`src/hdl/zynq_bridge_pkg.sv`:
```
`default_nettype none

package zynq_bridge_pkg;

   localparam int addr_width_lp      = 32;
   localparam int host_addr_width_lp = 30;
   localparam int data_width_lp      = 32;
   localparam int profile_bits_lp    = 128;
   localparam int profile_lsb_lp     = 23;
   localparam int csr_idx_width_lp   = 3;

   // BlackParrot cached DRAM starts here
   localparam logic [addr_width_lp-1:0] dram_base_lp  = 32'h8000_0000;
   // GP1 window below this maps to DRAM, above it to local space
   localparam logic [addr_width_lp-1:0] host_split_lp = 32'h2000_0000;
   // devices below this address belong to the host
   localparam logic [addr_width_lp-1:0] io_split_lp   = 32'h0020_0000;
   // PS only hands out 256 MB to the core
   localparam logic [addr_width_lp-1:0] dram_limit_lp = 32'h1000_0000;

   typedef struct packed {
      logic        region;
      logic [30:0] offset;
   } bp_dram_addr_s;

   // local space is a zero top bit, tile, device and a 1 MB offset
   typedef struct packed {
      logic        zero;
      logic [6:0]  tile;
      logic [3:0]  device;
      logic [19:0] offset;
   } bp_local_addr_s;

   typedef union packed {
      bp_dram_addr_s  dram_view;
      bp_local_addr_s local_view;
   } bp_addr_u;

   typedef struct packed {
      logic                          valid;
      logic                          write;
      logic [host_addr_width_lp-1:0] addr;
   } host_req_s;

   typedef struct packed {
      logic     valid;
      logic     write;
      bp_addr_u addr;
   } bp_req_s;

   typedef struct packed {
      logic                        wr;
      logic                        rd;
      logic [csr_idx_width_lp-1:0] idx;
      logic [data_width_lp-1:0]    data;
   } csr_cmd_s;

endpackage

`default_nettype wire

```
`src/hdl/dram_addr_translator.sv`:
```
`timescale 1ns/100ps
`default_nettype none

module dram_addr_translator
   import zynq_bridge_pkg::*;
(
   input  wire                     aclk_i,
   input  wire                     reset_i,
   input  wire bp_req_s            dram_req_i,
   input  wire [addr_width_lp-1:0] dram_base_i,
   output bp_req_s                 ps_dram_o,
   output logic                    dram_oob_o
);

   logic [addr_width_lp-1:0] dram_offset;
   logic                     over_limit;

   // XOR strips the BlackParrot DRAM base without a subtractor
   assign dram_offset = dram_req_i.addr ^ dram_base_lp;

   // an address without the region bit also lands here since its offset wraps high
   assign over_limit = dram_offset >= dram_limit_lp;

   always_ff @(posedge aclk_i) begin
      if (reset_i) begin
         ps_dram_o.valid <= 1'b0;
         dram_oob_o      <= 1'b0;
      end else begin
         ps_dram_o.valid <= dram_req_i.valid;
         dram_oob_o      <= dram_req_i.valid & over_limit;
      end
      ps_dram_o.write <= dram_req_i.write;
      // base of the buffer that Linux on the PS allocated for the core
      ps_dram_o.addr  <= dram_offset + dram_base_i;
   end

   // the core should only send cached DRAM traffic on this path
   a_dram_region: assert property (@(posedge aclk_i) disable iff (reset_i)
      dram_req_i.valid |-> dram_req_i.addr.dram_view.region)
      else $error("dram request %h outside DRAM region", dram_req_i.addr);

endmodule

`default_nettype wire

```
`src/hdl/host_addr_translator.sv`:
```
`timescale 1ns/100ps
`default_nettype none

module host_addr_translator
   import zynq_bridge_pkg::*;
(
   input  wire            aclk_i,
   input  wire            reset_i,
   input  wire host_req_s host_req_i,
   output bp_req_s        bp_req_o
);

   logic [addr_width_lp-1:0] host_addr;
   logic [addr_width_lp-1:0] bp_addr;

   assign host_addr = addr_width_lp'(host_req_i.addr);

   // the GP1 port has already stripped 0x8000_0000, so the DRAM half gets it back
   // and the upper half lands at the bottom of BlackParrot local space
   assign bp_addr = (host_addr < host_split_lp) ? (host_addr + dram_base_lp)
                                                : (host_addr - host_split_lp);

   always_ff @(posedge aclk_i) begin
      if (reset_i) begin
         bp_req_o.valid <= 1'b0;
      end else begin
         bp_req_o.valid <= host_req_i.valid;
      end
      bp_req_o.write <= host_req_i.write;
      bp_req_o.addr  <= bp_addr;
   end

   // only 256 MB of local space is mapped, covering tiles 0 to 15
   a_window_range: assert property (@(posedge aclk_i) disable iff (reset_i)
      host_req_i.valid |-> (host_addr < (host_split_lp + dram_limit_lp)))
      else $error("host window address %h beyond mapped range", host_addr);

endmodule

`default_nettype wire

```
`src/hdl/io_request_router.sv`:
```
`timescale 1ns/100ps
`default_nettype none

module io_request_router
   import zynq_bridge_pkg::*;
(
   input  wire          aclk_i,
   input  wire          reset_i,
   input  wire bp_req_s io_req_i,
   output bp_req_s      host_io_o,
   output bp_req_s      periph_io_o
);

   // device number where the host region ends
   localparam bp_addr_u split_addr_lp = io_split_lp;

   logic to_host;

   assign to_host = io_req_i.addr.local_view.device < split_addr_lp.local_view.device;

   always_ff @(posedge aclk_i) begin
      if (reset_i) begin
         host_io_o.valid   <= 1'b0;
         periph_io_o.valid <= 1'b0;
      end else begin
         host_io_o.valid   <= io_req_i.valid & to_host;
         periph_io_o.valid <= io_req_i.valid & ~to_host;
      end
      // both channels carry the same payload, only valid tells them apart
      host_io_o.write   <= io_req_i.write;
      host_io_o.addr    <= io_req_i.addr;
      periph_io_o.write <= io_req_i.write;
      periph_io_o.addr  <= io_req_i.addr;
   end

   a_one_channel: assert property (@(posedge aclk_i) disable iff (reset_i)
      !(host_io_o.valid && periph_io_o.valid))
      else $error("io request sent to both channels");

endmodule

`default_nettype wire

```
`src/hdl/mem_profiler.sv`:
```
`timescale 1ns/100ps
`default_nettype none

module mem_profiler
   import zynq_bridge_pkg::*;
(
   input  wire                                aclk_i,
   input  wire                                bp_reset_i,
   input  wire bp_req_s                       dram_req_i,
   output logic [3:0][data_width_lp-1:0]      profile_o
);

   localparam int region_bits_lp = $clog2(profile_bits_lp);

   logic [region_bits_lp-1:0]  region_idx;
   logic [profile_bits_lp-1:0] profile_r;

   // each bit stands for one 8 MB slice of the 1 GB above the DRAM base
   assign region_idx = dram_req_i.addr.dram_view.offset[profile_lsb_lp +: region_bits_lp];

   // sticky until the core goes back into reset, so a run leaves its footprint
   // behind for the PS to read after the program finishes
   always_ff @(posedge aclk_i) begin
      if (bp_reset_i) begin
         profile_r <= '0;
      end else if (dram_req_i.valid) begin
         profile_r[region_idx] <= 1'b1;
      end
   end

   // word 0 holds regions 0 to 31
   assign profile_o = profile_r;

endmodule

`default_nettype wire

```
`src/hdl/shell_csr_file.sv`:
```
`timescale 1ns/100ps
`default_nettype none

module shell_csr_file
   import zynq_bridge_pkg::*;
(
   input  wire                            aclk_i,
   input  wire                            reset_i,
   input  wire csr_cmd_s                  csr_cmd_i,
   input  wire [3:0][data_width_lp-1:0]   profile_i,
   output logic [data_width_lp-1:0]       csr_rdata_o,
   output logic                           csr_rvalid_o,
   output logic                           ctrl_reset_n_o,
   output logic [addr_width_lp-1:0]       dram_base_o
);

   logic [data_width_lp-1:0] ctrl_r;
   logic [data_width_lp-1:0] dram_alloc_r;
   logic [data_width_lp-1:0] dram_base_r;
   logic [data_width_lp-1:0] rdata_mux;

   // only registers 0 to 2 are writable, the rest are status
   always_ff @(posedge aclk_i) begin
      if (reset_i) begin
         ctrl_r       <= '0;
         dram_alloc_r <= '0;
         dram_base_r  <= '0;
      end else if (csr_cmd_i.wr) begin
         case (csr_cmd_i.idx)
            3'd0: ctrl_r <= csr_cmd_i.data;
            3'd1: dram_alloc_r <= csr_cmd_i.data;
            3'd2: dram_base_r <= csr_cmd_i.data;
            default: ;
         endcase
      end
   end

   always_comb begin
      case (csr_cmd_i.idx)
         3'd0: rdata_mux = ctrl_r;
         3'd1: rdata_mux = dram_alloc_r;
         3'd2: rdata_mux = dram_base_r;
         3'd3: rdata_mux = '0;
         // indices 4 to 7 map onto the profile words, low word first
         default: rdata_mux = profile_i[csr_cmd_i.idx[1:0]];
      endcase
   end

   always_ff @(posedge aclk_i) begin
      if (reset_i) begin
         csr_rvalid_o <= 1'b0;
      end else begin
         csr_rvalid_o <= csr_cmd_i.rd;
      end
      csr_rdata_o <= rdata_mux;
   end

   // bit 0 of register 0 lets the core run
   assign ctrl_reset_n_o = ctrl_r[0];
   assign dram_base_o    = dram_base_r;

   a_single_access: assert property (@(posedge aclk_i) disable iff (reset_i)
      !(csr_cmd_i.wr && csr_cmd_i.rd))
      else $error("csr read and write strobes high together");

endmodule

`default_nettype wire

```
`src/hdl/zynq_bridge_top.sv`:
```
`timescale 1ns/100ps
`default_nettype none

module zynq_bridge_top
   import zynq_bridge_pkg::*;
(
   input  wire                       aclk_i,
   input  wire                       reset_i,
   input  wire host_req_s            host_req_i,
   input  wire bp_req_s              io_req_i,
   input  wire bp_req_s              dram_req_i,
   input  wire csr_cmd_s             csr_cmd_i,
   output bp_req_s                   bp_req_o,
   output bp_req_s                   host_io_o,
   output bp_req_s                   periph_io_o,
   output bp_req_s                   ps_dram_o,
   output logic                      dram_oob_o,
   output logic [data_width_lp-1:0]  csr_rdata_o,
   output logic                      csr_rvalid_o,
   output logic                      bp_reset_o
);

   logic [3:0][data_width_lp-1:0] profile;
   logic [addr_width_lp-1:0]      dram_base;
   logic                          ctrl_reset_n;
   logic                          bp_reset;

   // the core reset sits behind a register so a new program can be loaded
   // and launched without reprogramming the fabric
   assign bp_reset   = reset_i | ~ctrl_reset_n;
   assign bp_reset_o = bp_reset;

   host_addr_translator u_host_addr_translator (
      .aclk_i     (aclk_i),
      .reset_i    (reset_i),
      .host_req_i (host_req_i),
      .bp_req_o   (bp_req_o)
   );

   io_request_router u_io_request_router (
      .aclk_i      (aclk_i),
      .reset_i     (reset_i),
      .io_req_i    (io_req_i),
      .host_io_o   (host_io_o),
      .periph_io_o (periph_io_o)
   );

   dram_addr_translator u_dram_addr_translator (
      .aclk_i      (aclk_i),
      .reset_i     (reset_i),
      .dram_req_i  (dram_req_i),
      .dram_base_i (dram_base),
      .ps_dram_o   (ps_dram_o),
      .dram_oob_o  (dram_oob_o)
   );

   mem_profiler u_mem_profiler (
      .aclk_i     (aclk_i),
      .bp_reset_i (bp_reset),
      .dram_req_i (dram_req_i),
      .profile_o  (profile)
   );

   shell_csr_file u_shell_csr_file (
      .aclk_i         (aclk_i),
      .reset_i        (reset_i),
      .csr_cmd_i      (csr_cmd_i),
      .profile_i      (profile),
      .csr_rdata_o    (csr_rdata_o),
      .csr_rvalid_o   (csr_rvalid_o),
      .ctrl_reset_n_o (ctrl_reset_n),
      .dram_base_o    (dram_base)
   );

endmodule

`default_nettype wire

```
`config.mk`:
```
export PLATFORM = sky130hd
export DESIGN_NAME = zynq_bridge_top
export DESIGN_NICKNAME = d
export VERILOG_FILES = /design/src/hdl/zynq_bridge_pkg.sv /design/src/hdl/dram_addr_translator.sv /design/src/hdl/host_addr_translator.sv /design/src/hdl/io_request_router.sv /design/src/hdl/mem_profiler.sv /design/src/hdl/shell_csr_file.sv /design/src/hdl/zynq_bridge_top.sv
export SDC_FILE = /design/constraint.sdc
export NUM_CORES = 1
export LEC_CHECK = 0
export BUFFER_PORTS_ARGS = -buffer_cell sky130_fd_sc_hd__clkbuf_2
export CAP_MARGIN = 5
export CELL_PAD_IN_SITES_DETAIL_PLACEMENT = 1
export CELL_PAD_IN_SITES_GLOBAL_PLACEMENT = 2
export CORE_MARGIN = 3
export CORE_UTILIZATION = 33
export CTS_CLUSTER_SIZE = 14
export DETAILED_ROUTE_END_ITERATION = 7
export GPL_TIMING_DRIVEN = 1
export PLACE_DENSITY = 0.82
export SYNTH_ARGS = -nofsm -noshare
export SYNTH_HDL_FRONTEND = slang
export SYNTH_HIERARCHICAL = 1
export SYNTH_SLANG_ARGS = --single-unit
```
`constraint.sdc`:
```
create_clock -name aclk_i -period 3.25 [get_ports aclk_i]
set_clock_uncertainty 0.05 [all_clocks]
set_input_delay 0.1625 -clock aclk_i [delete_from_list [all_inputs] [get_ports aclk_i]]
set_output_delay 0.1625 -clock aclk_i [all_outputs]
set_load 0.05 [all_outputs]
```
---- Word-level counts from Yosys, hierarchy flattened ----
Cells that the tools add are included.
Widths: inputs -> output; s select.
word-level totals
  register bits after elaboration ......... 361
cells by class
  equal/unequal tests ..................... 3
  reductions and logical operators ........ 5
  muxes and demuxes ....................... 6
  add/sub/neg operators ................... 3
  bitwise gates (word level) .............. 8
  magnitude comparators ................... 6
operator list
  cell                    count
  $or 128x128->128        1
  $pmux 32 s4             1
  $bmux 32 s2             1
  $mux 32                 2
  $add 30x32->32 const B  1
  $add 32x32->32          1
  $ge 32x29->1 const B    1
  $sub 30x30->31 const B  1
  $lt 30x30->1 const B    1
  $lt 7x8->1 const B      1
  $demux 1 s7             1
  $ge 7x1->1 const B      1
  $eq 3x2->1 const B      2
  $reduce_and 2->1        3
  $lt 4x2->1 const B      1
  $and 1x1->1             3
  $eq 3x1->1 const B      1
  $logic_not 3->1         1
  $lt 2x3->1 const B      1
  $not 1->1               3
  $logic_and 1x1->1       1
  $mux 1                  1
  $or 1x1->1              1

---- Logic depth before layout (Yosys ltp) ----
  depth after elaboration ................. 5
  gate-level depth with buffers ........... 9
  depth with buffers taken out ............ 9

---- By module ----
Netlist, hierarchy kept.
modules (own cells, without submodules)
  module                area each (sq um)  times used  cells each  sequential area each (sq um)
  shell_csr_file        5833.1             1           652         2582.5
  mem_profiler          4360.4             1           452         2562.5
  dram_addr_translator  2483.6             1           277         700.7
  io_request_router     974.7              1           72          700.7
  host_addr_translator  689.4              1           37          660.6
  zynq_bridge_top       6.3                1           1           0.0

---- Worst setup path before layout ----
No wires, ideal clock.
  path kind ............................... register -> register
  start ................................... register u_shell_csr_file.dram_base_r[0], in the netlist u_shell_csr_file/dram_base_o[0]
  end ..................................... register, netlist name u_dram_addr_translator/ps_dram_o[26]
  cell stages (with the launch flop) ...... 10
  setup time .............................. 0.123 ns
  arrival ................................. 2.111 ns
  path slack .............................. 0.966 ns
  path buffers ............................ 0
  cells stage by stage .................... dfxtp_1 > ha_1 > fa_1 > a21o_1 > a31o_2 > nand2_1 > o221ai_1 > a311oi_1 > o21bai_1 > xor2_1
between the ends
  word-level cells in the longest chain between the ends .. 1
RTL lines
  item                    RTL line                    RTL
  start, declared         shell_csr_file.sv:19        logic [data_width_lp-1:0] dram_base_r;
  start signal, assigned  shell_csr_file.sv:32        3'd2: dram_base_r <= csr_cmd_i.data;
  $add 32x32->32          dram_addr_translator.sv:34  ps_dram_o.addr <= dram_offset + dram_base_i;
Every way passes these cells.
A chain may end at the register's enable or synchronous reset.

---- Worst setup path in the final report ----
  start ................................... register u_shell_csr_file.dram_base_r[0], in the netlist u_shell_csr_file/dram_base_o[0]
  end ..................................... register, netlist name u_dram_addr_translator/ps_dram_o[26]
between the ends
  word-level cells in the longest chain between the ends .. 1
RTL lines
  item            RTL line
  $add 32x32->32  dram_addr_translator.sv:34
Every way passes these cells.

==> impl_metrics.yaml <==
layout:
  fill_cells: 4888
  fin_util_pct: 43.3
  num-nets-final: 2003
  multi_input_area_um2: 6160
  layout-drive-gt1-share_pct: 26.0
  seqCellArea_um2: 7210
  syn_to_final_growth_pct: 28.1
floorplan:
  die_w_um: 215
  io_pins: 310
  dieArea_um2: 46000
  die_y_um: 215
  placementRows: 75
  core_area_um2: 42400
  floorplan.initialDensity_pct: 33.8
timing:
  hold-worst-slack_ps: 47.7
  rsz0062_at_grt: "false"
  min_period_over_period_pct: 83.2
  setup_ws_ps: 545
  finalHoldViolCount: 0
  worst_slew_pin_slew_ps: 1060
  drv_slew: 0
  setup_tns_ps: 0
  max_freq_mhz: 370
  finalSetupViolCount: 0
  post-route-min-period_ps: 2700
  maxSlewHeadroom_pct: 29.3
placed_design:
  portBuffers: 308
  dp_hpwl_um: 32600
  dp_slack_ps: 616
  globalplace.congestion: 0.839
grt:
  overflow: 0
  grt_first_pass_wirelength_um: 76700
  grt_max_degree: 87
  gr-usage-all-layers_pct: 21.0
  grt_pass1_vias: 13001
  antenna_found_initial: 1
synth:
  synthFlopType: "dfxtp_1"
  syn_inst: 1491
  yosysWarnings: 6
  netlist_area_um2: 14300
  ys_ff_latch: 360
  yosysMostFrequentCell: "dfxtp_1"
  synth-edff-count: 0
  async_reset_ff_share_pct: 0
  yosys.area.top_type: "dfxtp_1"
  synth_cell_types: 74
  synthTopCellsByArea: "dfxtp_1 50%, a21oi_1 8.7%, nand2_1 5.4%"
  syn_area_per_cell_um2: 9.62
  netlist.area_leader.share_pct: 50.2
  ys_seq_area_share_pct: 50.2
  yosys-top-cells-count: "360 x dfxtp_1, 249 x a21oi_1, 206 x nand2_1"
clock_network:
  cts-root-buf: "clkbuf_16"
  cts_buffer_depth: 3
  cts_setup_buffers: 0
  cts_buffers: 41
  clk_pin_slew_ps: 60
  htree_levels: 2
  cts-resized-gates: 0
  cts_hold_buf: 118
  cts_tree: "yes"
  clock_latency_ps: 560
  numClockSinks: 360
route:
  avgViaCountPerCell: 5.00
  route.vias.total: 12214
  wirelength_um: 49600
  drc: 0
  drt_iter0_markers: 631
  antenna_left: 0
  wire_per_inst_um: 20.3
  dr.pass1.iters: 5
pwr:
  total_power_uw: 10600
  leakagePower_uw: 0.00758
  vdd_ir_drop_max_mv: 0.269
  cellPowerDensity_nw_per_um2: 575
job:
  maxCapViolations: 0
status:
  status: "finished clean"
setup_path:
  worst-setup-path-type: "flop to flop"
  cp_max_fo: 4
  start_kind: "flop"
  critPathArrivalTime_ps: 3090
  cp-end-kind: "flop"
  worstPathRequired_ps: 3630
worst_hold_path:
  holdCritPathClass: "input port to flop"
cell usage in the layout, fill, tap and decap left out, types with 21 or more instances in the layout:
cell	Yosys	routed
nor2_1	138	138
nand2_1	206	206
clkbuf_2	2	306
clkbuf_16	0	41
a21oi_1	249	249
mux2_2	32	32
a221oi_1	65	65
mux2i_1	66	66
dfxtp_1	360	360
ha_1	31	31
dlygate4sd3_1	0	118
buf_4	47	21
registers in the layout (all words and copies together) (netlist names), 32 cells and up:
signal                            count
u_shell_csr_file/dram_base_o         32
u_shell_csr_file/ctrl_r              32
u_mem_profiler/profile_o            128
u_shell_csr_file/csr_rdata_o         32
u_host_addr_translator/bp_req_o      33
u_io_request_router/periph_io_o      34
u_shell_csr_file/dram_alloc_r        32
u_dram_addr_translator/ps_dram_o     34
power breakdown:
group / total (µW) / switching, µW / internal [µW]
combinational: 1400 / 983 / 415
clock: 4540 / 1890 / 2650
sequential: 4620 / 67.4 / 4560
layout make-up:
type / instances / share of cell area, %
Sequential cell: 360 / 39.2
Clock inverter: 15 / 0.735
Timing Repair Buffer: 447 / 15.8
Antenna cell: 1 / 0.0136
Clock buffer: 60 / 6.52
Multi-Input combinational cell: 970 / 33.5
Inverter: 12 / 0.245
Tap cell: 577 / 3.93
critical path: stages, from the launching register on:
cell and delay (ps):
dfxtp_1 330, ha_1 230, fa_1 410, a21o_1 220
a31o_2 270, nand2_1 120, o221ai_1 320, a311oi_1 360
o21bai_1 110, xor2_1 150
metrics by stage:
stage               cell area (µm²)  cells
global placement              15900   2248
CTS                           18400   2441
floorplan                     14400   1492
global route                  18400   2442
finish                        18400   2442
detailed placement            15900   2248
final timing paths:
path / depth (start not counted) / from / endpoint / slack (ps)
setup / recovery: 9 / u_shell_csr_file/dram_base_o[0] / u_dram_addr_translator/ps_dram_o[26] / 550
hold / removal: 3 / dram_req_i[14] / u_dram_addr_translator/ps_dram_o[14] / 50
setup reg to reg: 9 / u_shell_csr_file/dram_base_o[0] / u_dram_addr_translator/ps_dram_o[26] / 550
hold reg to reg: 2 / u_shell_csr_file/dram_alloc_r[8] / u_shell_csr_file/dram_alloc_r[8] / 400
cell families after synthesis:
kind of cell | share of synthesized area (%)
flops | 50.2
xor+xnor | 1.71
other cells | 0.0261
simple gates | 14.3
mux | 7.12
buf+inv | 7.16
fa+ha+maj | 2.84
compound gates | 16.6
per-layer routing:
layer	vias up	wire (µm)	global-route usage, %
met1	5979	21400	26.0
met5	-	0	0
met2	308	24600	37.0
li1	5855	-	-
met3	72	2140	3.39
met4	0	1380	7.19
Note: power is estimated with default switching activity, not from simulation.
